<file path="src/design/mdc_pkg.sv">
// ==============================
// Widths, element types, mode codes,
// step numbers and FSM states
// ==============================
`default_nettype none

package mdc_pkg;

    // ==============================
    // Widths
    // ==============================
    localparam int ELEM_W      = 11;
    localparam int MODE_W      = 5;
    localparam int DATA_CODE_W = 15;
    localparam int MODE_CODE_W = 9;
    localparam int STEP_W      = 5;
    localparam int DET2_W      = 23;
    localparam int DET3_W      = 51;
    localparam int OUT_W       = 207;

    typedef logic signed [ELEM_W-1:0]   elem_t;
    // Element product, also a full 2x2 determinant
    typedef logic signed [2*ELEM_W-1:0] prod_t;
    // Element times minor, and the running cofactor sum
    typedef logic signed [44:0]         acc_t;
    typedef logic [STEP_W-1:0]          step_t;
    typedef logic [OUT_W-1:0]           result_t;

    // Decoded mode codes
    localparam logic [MODE_W-1:0] MODE_2X2 = 5'b00100;
    localparam logic [MODE_W-1:0] MODE_3X3 = 5'b00110;

    // ==============================
    // Step numbers
    // ==============================
    localparam step_t LAST_STEP_2X2    = 5'd16;
    localparam step_t LAST_STEP_3X3    = 5'd22;
    localparam step_t MINOR_FIRST_STEP = 5'd10;

    typedef enum logic [1:0] {
        ST_IDLE,
        ST_M2X2,
        ST_M3X3
    } mdc_state_e;

endpackage

`default_nettype wire
</file>
<file path="src/design/minor_unit.sv">
// ==============================
// 2x2 determinant datapath and the
// registered rows 1-2 minors
// ==============================
`timescale 1ns/100ps
`default_nettype none

module minor_unit
    import mdc_pkg::*;
(
    input  wire             clk,
    input  wire mdc_state_e state,
    input  wire step_t      step,
    input  wire elem_t      m00, m01, m02, m03,
    input  wire elem_t      m10, m11, m12, m13,
    input  wire elem_t      m20, m21, m22, m23,
    input  wire elem_t      m30, m31, m32, m33,
    output prod_t           det2,
    output prod_t           mid_01,
    output prod_t           mid_02,
    output prod_t           mid_12,
    output prod_t           mid_13,
    output prod_t           mid_23
);

    elem_t      mat [4][4];
    logic       sel_en;
    logic [1:0] row;
    logic [1:0] col_l;
    logic [1:0] col_r;
    elem_t      op_a;
    elem_t      op_b;
    elem_t      op_c;
    elem_t      op_d;
    prod_t      prod_ad;
    prod_t      prod_bc;

    assign mat = '{'{m00, m01, m02, m03},
                   '{m10, m11, m12, m13},
                   '{m20, m21, m22, m23},
                   '{m30, m31, m32, m33}};

    // ==============================
    // Submatrix select
    // ==============================
    // Top row index and the two columns of the 2x2 window
    always_comb begin
        sel_en = 1'b1;
        {row, col_l, col_r} = '0;
        case (state)
            ST_M2X2: begin
                case (step)
                    5'd6:    {row, col_l, col_r} = {2'd0, 2'd0, 2'd1};
                    5'd7:    {row, col_l, col_r} = {2'd0, 2'd1, 2'd2};
                    5'd8:    {row, col_l, col_r} = {2'd0, 2'd2, 2'd3};
                    5'd10:   {row, col_l, col_r} = {2'd1, 2'd0, 2'd1};
                    5'd11:   {row, col_l, col_r} = {2'd1, 2'd1, 2'd2};
                    5'd12:   {row, col_l, col_r} = {2'd1, 2'd2, 2'd3};
                    5'd14:   {row, col_l, col_r} = {2'd2, 2'd0, 2'd1};
                    5'd15:   {row, col_l, col_r} = {2'd2, 2'd1, 2'd2};
                    5'd16:   {row, col_l, col_r} = {2'd2, 2'd2, 2'd3};
                    default: sel_en = 1'b0;
                endcase
            end
            // Rows 1-2 over column pairs 01, 02, 12, 13, 23
            ST_M3X3: begin
                case (step)
                    MINOR_FIRST_STEP:        {row, col_l, col_r} = {2'd1, 2'd0, 2'd1};
                    MINOR_FIRST_STEP + 5'd1: {row, col_l, col_r} = {2'd1, 2'd0, 2'd2};
                    MINOR_FIRST_STEP + 5'd2: {row, col_l, col_r} = {2'd1, 2'd1, 2'd2};
                    MINOR_FIRST_STEP + 5'd3: {row, col_l, col_r} = {2'd1, 2'd1, 2'd3};
                    MINOR_FIRST_STEP + 5'd4: {row, col_l, col_r} = {2'd1, 2'd2, 2'd3};
                    default:                 sel_en = 1'b0;
                endcase
            end
            default: sel_en = 1'b0;
        endcase
    end

    always_comb begin
        if (sel_en) begin
            op_a = mat[row][col_l];
            op_b = mat[row][col_r];
            op_c = mat[row + 2'd1][col_l];
            op_d = mat[row + 2'd1][col_r];
        end else begin
            op_a = '0;
            op_b = '0;
            op_c = '0;
            op_d = '0;
        end
    end

    // a*d - b*c
    assign prod_ad = op_a * op_d;
    assign prod_bc = op_b * op_c;
    assign det2    = prod_ad - prod_bc;

    // ==============================
    // Minor registers
    // ==============================
    always_ff @(posedge clk) begin
        if (state == ST_M3X3) begin
            case (step)
                MINOR_FIRST_STEP:        mid_01 <= det2;
                MINOR_FIRST_STEP + 5'd1: mid_02 <= det2;
                MINOR_FIRST_STEP + 5'd2: mid_12 <= det2;
                MINOR_FIRST_STEP + 5'd3: mid_13 <= det2;
                MINOR_FIRST_STEP + 5'd4: mid_23 <= det2;
                default: ;
            endcase
        end else begin
            mid_01 <= '0;
            mid_02 <= '0;
            mid_12 <= '0;
            mid_13 <= '0;
            mid_23 <= '0;
        end
    end

endmodule

`default_nettype wire

</file>
<file path="config.mk">
export PLATFORM = sky130hd
export DESIGN_NAME = minor_unit
export DESIGN_NICKNAME = d
export VERILOG_FILES = /design/src/design/mdc_pkg.sv /design/src/design/minor_unit.sv
export SDC_FILE = /design/constraint.sdc
export NUM_CORES = 1
export LEC_CHECK = 0
export BUFFER_PORTS_ARGS = -buffer_cell sky130_fd_sc_hd__buf_4
export CORE_ASPECT_RATIO = 2
export CORE_MARGIN = 2
export CORE_UTILIZATION = 59
export DETAILED_ROUTE_END_ITERATION = 7
export PLACE_DENSITY = 0.86
export SETUP_SLACK_MARGIN = 0.15
export SYNTH_ARGS = -nofsm -noshare
export SYNTH_HDL_FRONTEND = slang
export SYNTH_SLANG_ARGS = --single-unit
</file>
<file path="constraint.sdc">
create_clock -name clk -period 13.92 [get_ports clk]
set_clock_uncertainty 0.05 [all_clocks]
set_input_delay 2.088 -clock clk [delete_from_list [all_inputs] [get_ports clk]]
set_output_delay 2.088 -clock clk [all_outputs]
set_load 0.01 [all_outputs]
</file>
==> run_results.csv, run 1 <==
group,metric,value,unit
sta,setup_viol,0,
critical_path,critPathArrivalTime,11.28,ns
sta,slew_violations,0,
critical_path,path_buf_inv,8,
yosys,ys_seq_elements,110,
final_layout,final_cell_mix,"408 x nand2_1, 389 x buf_4, 343 x inv_1, 266 x fa_1, 190 x a21oi_1",
yosys,ys.warnings.count,0,
die,die_y,251,µm
die,start_util,59.8,%
grt,track_usage,39.7,%
die,fp.dieArea,32000,µm²
final_layout,nNetsFinal,3051,
critical_path,critPathTopFamily,"adder cells",
yosys,synthesis.area,18000,µm²
yosys,synth_edf_count,0,
final_layout,syn2layout_area_growth,19.0,%
place,io_buffers,315,
clock_tree,worstSkewPairLatency,0.36,ns
die,num_io_pins,316,
drt,avgRoutedWirePerCell,21.8,µm
clock_tree,numCtsBuffers,9,
sta,period_needed,13.42,ns
critical_path,cp-start-kind,"input port",
critical_path,worst_ep_required_time,11.78,ns
clock_tree,cts.sinks,110,
critical_path,max_stage_delay,0.65,ns
final_layout,drive_above_1_share,19.5,%
grt,grt_overflow,0,
status,violations,"DRC",
die,dieWidth,127,µm
critical_path,slowest_stage,"fa_1",
grt,grt_pass1_vias,17900,
sta,min_period_over_period,96.4,%
yosys,synthAdderAreaFrac,35.5,%
yosys,synth_top_family_by_area,"adder cells",
drt,first_iter_violations,1216,
clock_tree,clock-root-buffer,"clkbuf_16",
sta,max_freq,74.5,MHz
final_layout,final_common_cell,"nand2_1",
status,status,"complete, but fails checks",
sta,hold_viol_final,0,
yosys,async_reset_ff_share,0,%
hold_path,hp-start,"mid_12[10]",
yosys,synth-compound-area-share,8.89,%
power,ir_drop,216,µV
grt,grt_first_pass_wirelength,96500,µm
sta,setup_tns,0,ns
sta,whs,0.407,ns
clock_tree,cts-htree-levels,3,
critical_path,path_class,"in -> out",
yosys,synth_flop_cell,"dfxtp_1",
yosys,syn_inst,2224,
critical_path,worstSetupStartpoint,"step[2]",
power,p_leak,9.83,nW
die,num_rows,90,
yosys,synth-seq-area-share,12.2,%
clock_tree,cts_tree,"yes",
critical_path,cp-end-kind,"primary output",
clock_tree,cts_buffer_depth,2,
place,place_area,20900,µm²
flow_run,max_cap_viol_count,0,
critical_path,rr_startpoint,"mid_23[21]",
grt,grt_max_degree,104,
place,place_congestion,1.01,
yosys,ys_types,68,
critical_path,crit_path_max_fanout,31,
place,dp_hpwl,52500,µm
final_layout,final_area,21400,µm²
power,power_density,152,nW/µm²
sta,relSlewSlack,12.7,%
sta,worst_slew_pin_slew,1.31,ns
yosys,synthMuxAreaShare,11.5,%
final_layout,nFillCells,2369,
clock_tree,cts.reportedPaths.clkPinSlew,0.07,ns
drt,drc,2,
critical_path,path_common_cell,"fa_1",
drt,dr.pass1.iters,8,
hold_path,hold_path_class,"reg -> reg",
yosys,syn-num-nets,2757,
yosys,syn_area_per_cell,8.08,µm²
drt,drt-total-wl,63000,µm
die,coreArea,30100,µm²
sta,rsz0062_at_grt,"no",
clock_tree,ctsHoldBuffers,0,
drt,ant_nets,0,
drt,viasPerCell,5.91,
grt,antenna_found_initial,0,
yosys,synthSimpleGateAreaFrac,19.4,%
drt,dr_total_vias,17100,
yosys,synthXorXnorAreaFrac,1.93,%
## layout make-up
| type | count | area [µm²] | area share, % |
|---|---|---|---|
| repair buffers | 399 | 3130 | 14.6 |
| clock inverters | 5 | 56.3 | 0.263 |
| inverters | 350 | 1320 | 6.16 |
| clock buffers | 11 | 243 | 1.13 |
| diodes | 1 | 2.50 | 0.0117 |
| multi-input cells | 1648 | 14000 | 65.4 |
| flip-flops and latches | 110 | 2200 | 10.3 |
| well taps | 368 | 460 | 2.15 |
## worst paths after layout
path	end	slack, ns	depth (start not counted)
setup / recovery	det2[21]	0.50	30
hold / removal	mid_12[10]	0.41	2
setup reg to reg	mid_23[21]	12.93	2
hold reg to reg	mid_12[10]	0.41	2
## report_power, final
part	internal (mW)	switching [mW]
combinational	1.03	1.62
clock	0.144	0.115
sequential	0.326	0.00665
## cells in the mapped netlist (all sizes together), types with 34 or more instances
cell / n / share of area, %
nor3: 34 / 0.95
dfxtp: 110 / 12
a21oi: 192 / 5.3
ha: 83 / 5.8
clkbuf: 67 / 1.4
mux2i: 154 / 9.1
buf: 50 / 1.8
fa: 266 / 30
nand2: 409 / 8.6
inv: 350 / 7.3
and3: 80 / 2.8
nor2: 182 / 3.9
## through the flow
step	setup slack (ns)	utilization, %	power [mW]	instances
after floorplan	1.28	-	1.77	2224
after global placement	0.407	69.6	2.83	2862
after detailed placement	0.370	69.6	2.90	2862
after CTS	0.306	70.6	3.16	2878
after global routing	0.172	71.2	3.43	2891
final	0.500	71.2	3.24	2892
## layer usage
metal	vias to the layer above	GRT usage, %	part of all wire, %	wire length (µm)
li1	7631	-	-	-
met2	892	72.1	52	32700
met5	-	0	0	0
met4	0	36.5	12	7250
met1	8236	37.2	30	19100
met3	321	5.66	6.3	3950
## sequential cells by signal (all words and copies together) (netlist names)
signal	count
mid_01	22
mid_02	22
mid_12	22
mid_13	22
mid_23	22
## worst min-delay path, stage by stage, from the launching register on
cell and delay [ns]:
dfxtp_1 0.31, nand2_1 0.05, a21oi_1 0.05
## cells by family (layout without fill, tap and decap cells)
| kind of cell | after synthesis | count (layout) |
|---|---|---|
| AND/OR/NAND/NOR | 801 | 801 |
| buffers and inverters | 467 | 765 |
| adder cells (fa/ha/maj) | 350 | 350 |
| AO/OA/AOI/OAI | 273 | 274 |
| multiplexers | 185 | 185 |
| flip-flops | 110 | 110 |
| XOR/XNOR | 38 | 38 |
| other | 0 | 1 |
## repair_timing
| item | in CTS | in global routing |
|---|---|---|
| hold endpoints to repair | 0 | 0 |
| resized for setup | 0 | 12 |
| endpoints found under the setup margin | 0 | 8 |
| setup buffers | 0 | 12 |
(Power assumes the default switching activity.)
==> run 2, diff against run 1 <==
--- a/config.mk
+++ b/config.mk
@@ -8,9 +8,9 @@
 export BUFFER_PORTS_ARGS = -buffer_cell sky130_fd_sc_hd__buf_4
 export CORE_ASPECT_RATIO = 2
 export CORE_MARGIN = 2
-export CORE_UTILIZATION = 59
+export CORE_UTILIZATION = 40
 export DETAILED_ROUTE_END_ITERATION = 7
-export PLACE_DENSITY = 0.86
+export PLACE_DENSITY = 0.62
 export SETUP_SLACK_MARGIN = 0.15
 export SYNTH_ARGS = -nofsm -noshare
 export SYNTH_HDL_FRONTEND = slang
==> constraint.sdc (replaced) <==
create_clock -name clk -period 14.9 [get_ports clk]
set_clock_uncertainty 0.05 [all_clocks]
set_input_delay 2.235 -clock clk [delete_from_list [all_inputs] [get_ports clk]]
set_output_delay 2.235 -clock clk [all_outputs]
set_load 0.01 [all_outputs]
==> run 2 against run 1 <==
Effect of this change:
- the flow now finishes without violations
- routed wire length is 7.4% higher
- critical endpoint unchanged
- largest cell class unchanged
- flip-flop and latch count stayed put
- global-route usage is 11 points lower
- total power is 2.9% lower
- sequential share of layout area hardly changed
- combinational power is 2% lower
- setup slack better by 0.22 ns
- largest power group unchanged
- critical path type unchanged
==> run_results.csv, run 2 (synthesis results as in run 1) <==
group,metric,value,unit
power,ir_drop,160,µV
final_layout,nFillCells,4440,
final_layout,nNetsFinal,3033,
sta,relSlewSlack,24.8,%
grt,grt_first_pass_wirelength,102000,µm
grt,grt_pass1_vias,17700,
grt,grt_overflow,0,
sta,hold_viol_final,0,
grt,grt_max_degree,96,
hold_path,hold_path_class,"reg -> reg",
sta,period_needed,14.18,ns
clock_tree,numCtsBuffers,9,
drt,ant_nets,0,
flow_run,max_cap_viol_count,0,
hold_path,hold_depth,2,
die,dieWidth,154,µm
clock_tree,worstSkewPairLatency,0.36,ns
sta,whs,0.406,ns
drt,drt-total-wl,67700,µm
sta,rsz0062_at_grt,"no",
drt,viasPerCell,5.40,
die,fp.dieArea,46800,µm²
die,coreArea,44300,µm²
critical_path,path_common_cell,"fa_1",
clock_tree,cts.sinks,110,
critical_path,worstSetupStartpoint,"state[0]",
sta,setup_viol,0,
critical_path,critPathArrivalTime,11.90,ns
clock_tree,cts-htree-levels,3,
power,finalPower,3.15,mW
drt,wl_met1,21500,µm
critical_path,max_stage_delay,0.73,ns
critical_path,rrSetupSlack,13.99,ns
critical_path,cp-start-kind,"input port",
clock_tree,ctsHoldBuffers,0,
place,io_buffers,315,
drt,dr_wl_met3,2810,µm
clock_tree,cts.reportedPaths.clkPinSlew,0.07,ns
final_layout,multi_input_area,13900,µm²
critical_path,rr_startpoint,"mid_12[21]",
clock_tree,cts_buffer_depth,2,
grt,track_usage,28.9,%
place,dp_hpwl,57600,µm
die,start_util,40.6,%
final_layout,final_cell_mix,"408 x nand2_1, 376 x buf_4, 344 x inv_1, 266 x fa_1, 190 x a21oi_1",
critical_path,worst_ep_required_time,12.61,ns
die,num_io_pins,316,
critical_path,r2r-end,"mid_12[21]",
drt,dr_total_vias,16500,
drt,avgRoutedWirePerCell,22.1,µm
drt,dr_wl_met2,37100,µm
final_layout,syn2layout_area_growth,18.8,%
place,dp_cells,3041,
final_layout,final_cells,3061,
drt,first_iter_violations,976,
grt,antenna_found_initial,1,
critical_path,path_class,"in -> out",
sta,min_period_over_period,95.2,%
sta,worst_slew_pin_slew,1.12,ns
drt,dr.pass1.iters,7,
final_layout,drive_above_1_share,18.6,%
final_layout,final_common_cell,"nand2_1",
critical_path,cp-end-kind,"primary output",
power,power_density,147,nW/µm²
sta,setup_tns,0,ns
drt,drc,0,
sta,max_freq,70.5,MHz
die,num_rows,109,
status,status,"completed",
clock_tree,cts_tree,"yes",
drt,highest_layer,"met4",
sta,slew_violations,0,
clock_tree,clock-root-buffer,"clkbuf_16",
critical_path,slowest_stage,"a2111o_2",
final_layout,final-seq-area,2200,µm²
critical_path,r2r.worst_path.cells,2,
place,place_ws,0.785,ns
power,p_leak,9.69,nW
sta,setup_ws,0.716,ns
critical_path,critPathCapture,"det2[21]",
critical_path,crit_path_max_fanout,28,
place,place_congestion,1.01,
die,die_y,304,µm
-- run 2: how the worst min path moves through the flow --
stage	start	end	slack, ns
detailed placement	mid_23[10]	mid_23[10]	0.40
finish	mid_23[10]	mid_23[10]	0.41
floorplan	mid_01[0]	mid_01[0]	0.43
global placement	mid_01[3]	mid_01[3]	0.39
CTS	mid_23[10]	mid_23[10]	0.41
global route	mid_02[18]	mid_02[18]	0.42
-- run 2: metal layers --
metal	vias up	track usage [%]
met4	0	23.0
met2	607	56.8
met3	234	3.25
met5	-	0
met1	8109	25.9
li1	7586	-
-- run 2: power breakdown --
group | internal (mW) | total [mW] | switching, mW
clock network | 0.119 | 0.234 | 0.115
registers | 0.304 | 0.310 | 0.00595
logic | 1.01 | 2.61 | 1.60
-- run 2: what timing repair did --
| action | in CTS | in global routing |
|---|---|---|
| gates resized for setup | 0 | 1 |
| endpoints found under the setup margin | 0 | 2 |
| setup buffers | 0 | 2 |
-- run 2: metrics by stage --
step                area, µm²  util (%)
floorplan               18000         -
CTS                     21300      48.1
detailed placement      21000      47.5
global route            21400      48.2
global placement        21000      47.5
finish                  21400      48.2
-- run 2: area by class of cell --
type / count / area share, %
Multi-Input combinational cell: 1648 / 65.3
Clock buffer: 10 / 1.12
Clock inverter: 6 / 0.211
Antenna cell: 1 / 0.0117
Sequential cell: 110 / 10.3
Timing Repair Buffer: 381 / 13.6
Inverter: 350 / 6.15
Tap cell: 555 / 3.25
-- run 2: critical path: cells and delay by family --
family	cells	cell delay, ns
simple gates	4	0.61
fa+ha+maj	9	4.56
compound gates	8	2.88
buf+inv	7	0.73
mux	2	0.49
xor+xnor	1	0.38
==> run 3, diff against run 2 <==
--- a/config.mk
+++ b/config.mk
@@ -10,6 +10,7 @@
 export CORE_MARGIN = 2
 export CORE_UTILIZATION = 40
 export DETAILED_ROUTE_END_ITERATION = 7
+export MAX_ROUTING_LAYER = met4
 export PLACE_DENSITY = 0.62
 export SETUP_SLACK_MARGIN = 0.15
 export SYNTH_ARGS = -nofsm -noshare
==> run 3 against run 2 <==
Effect of this change:
- total power is 0.36% higher
- setup slack worse by 0.059 ns
- hold slack worse by 0.00094 ns
- count of clock-buffer cells in the layout shrank 1
- critical path type unchanged
==> run_results.csv, run 3 (synthesis results as in run 1) <==
group,metric,value,unit
sta,min_period_over_period,95.6,%
clock_tree,cts.reportedPaths.clkPinSlew,0.08,ns
sta,worst_slew_pin_slew,1.17,ns
sta,max_freq,70.2,MHz
place,dp_hpwl,58000,µm
critical_path,critPathArrivalTime,11.96,ns
drt,drc,0,
drt,drt-total-wl,67500,µm
clock_tree,cts_buffer_depth,2,
drt,dr_total_vias,16400,
critical_path,slowest_stage,"a2111o_2",
clock_tree,numCtsBuffers,9,
grt,track_usage,29.8,%
drt,avgRoutedWirePerCell,22.0,µm
final_layout,multi_input_area,13900,µm²
sta,rsz0062_at_grt,"no",
power,clkPwrFrac,7.4,%
power,combPwrFrac,82.8,%
critical_path,worst_ep_required_time,12.61,ns
die,num_rows,109,
drt,viasPerCell,5.37,
hold_path,hold_path_class,"reg -> reg",
critical_path,max_stage_delay,0.82,ns
power,finalPower,3.16,mW
power,pwr-share-seq,9.8,%
clock_tree,cts_tree,"yes",
flow_run,max_cap_viol_count,0,
power,p_leak,9.70,nW
final_layout,nFillCells,4431,
sta,relSlewSlack,21.6,%
place,io_buffers,315,
die,dieWidth,154,µm
power,swShare,54.6,%
sta,hold_viol_final,0,
critical_path,path_common_cell,"fa_1",
sta,slew_violations,0,
clock_tree,cts.sinks,110,
die,num_io_pins,316,
clock_tree,cts-htree-levels,3,
final_layout,final_common_cell,"nand2_1",
place,place_congestion,1.03,
critical_path,cp-end-kind,"primary output",
drt,first_iter_violations,920,
sta,period_needed,14.24,ns
die,die_y,304,µm
critical_path,cp-start-kind,"input port",
power,p_sw,1.73,mW
sta,setup_tns,0,ns
grt,grt_max_degree,98,
grt,grt_first_pass_wirelength,102000,µm
power,p_int,1.43,mW
power,power_density,148,nW/µm²
critical_path,crit_path_max_fanout,52,
grt,grt_pass1_vias,17700,
final_layout,drive_above_1_share,18.7,%
clock_tree,worstSkewPairLatency,0.36,ns
die,start_util,40.6,%
drt,dr.pass1.iters,5,
final_layout,syn2layout_area_growth,18.8,%
drt,ant_nets,0,
clock_tree,cts_setup_buffers,0,
die,fp.dieArea,46800,µm²
power,ir_drop,216,µV
critical_path,path_class,"in -> out",
die,coreArea,44300,µm²
final_layout,nNetsFinal,3033,
final_layout,final-seq-area,2200,µm²
grt,antenna_found_initial,3,
final_layout,final_cell_mix,"408 x nand2_1, 379 x buf_4, 344 x inv_1, 266 x fa_1, 190 x a21oi_1",
clock_tree,ctsHoldBuffers,0,
grt,grt_overflow,0,
clock_tree,clock-root-buffer,"clkbuf_16",
status,status,"completed",
clock_tree,cts_resized,0,
sta,setup_viol,0,
==> run 3: path summary, 6_finish.rpt <==
path | startpoint | to | slack [ns] | cells after the start
worst max-delay path | state[0] | det2[21] | 0.66 | 34
worst min register to register | mid_12[13] | mid_12[13] | 0.41 | 2
worst min-delay path | mid_12[13] | mid_12[13] | 0.41 | 2
worst max register to register | mid_01[21] | mid_01[21] | 14.00 | 2
==> run 3: through the flow <==
stage	area, µm²	utilization [%]	worst slack, ns	hold slack, ns	cells
after floorplan	18000	-	1.97	0.431	2224
after global placement	21100	47.5	1.01	0.394	3044
after detailed placement	21100	47.5	0.801	0.397	3044
after CTS	21300	48.1	0.774	0.408	3059
after global routing	21300	48.2	0.204	0.427	3062
final	21300	48.2	0.657	0.405	3062
==> run 3: area by class of cell <==
| type | instances | area share (%) |
|---|---|---|
| Multi-Input combinational cell | 1647 | 65.3 |
| Antenna cell | 3 | 0.0352 |
| Tap cell | 555 | 3.25 |
| Sequential cell | 110 | 10.3 |
| Clock inverter | 6 | 0.270 |
| Clock buffer | 9 | 1.05 |
| Timing Repair Buffer | 382 | 13.6 |
| Inverter | 350 | 6.15 |
==> run 3: routing by layer <==
metal | part of all wire, % | track usage (%)
met4 | 8.3 | 20.9
met3 | 3.4 | 2.22
met1 | 32 | 26.7
met2 | 56 | 57.8
met5 | 0 | -
==> run 3: worst max-delay path, delay by kind of cell <==
family	cells	cell delay, ns
simple gates	4	0.73
buf+inv	10	1.11
compound gates	7	2.52
fa+ha+maj	10	4.45
xor+xnor	1	0.39
mux	2	0.47
==> run 3: power by group through the flow <==
stage,registers [mW],clock network [mW],logic [mW]
after floorplan,0.320,0,1.33
after global placement,0.317,0,2.60
after detailed placement,0.317,0,2.62
after CTS,0.310,0.239,2.63
after global routing,0.311,0.247,2.80
final,0.310,0.234,2.62
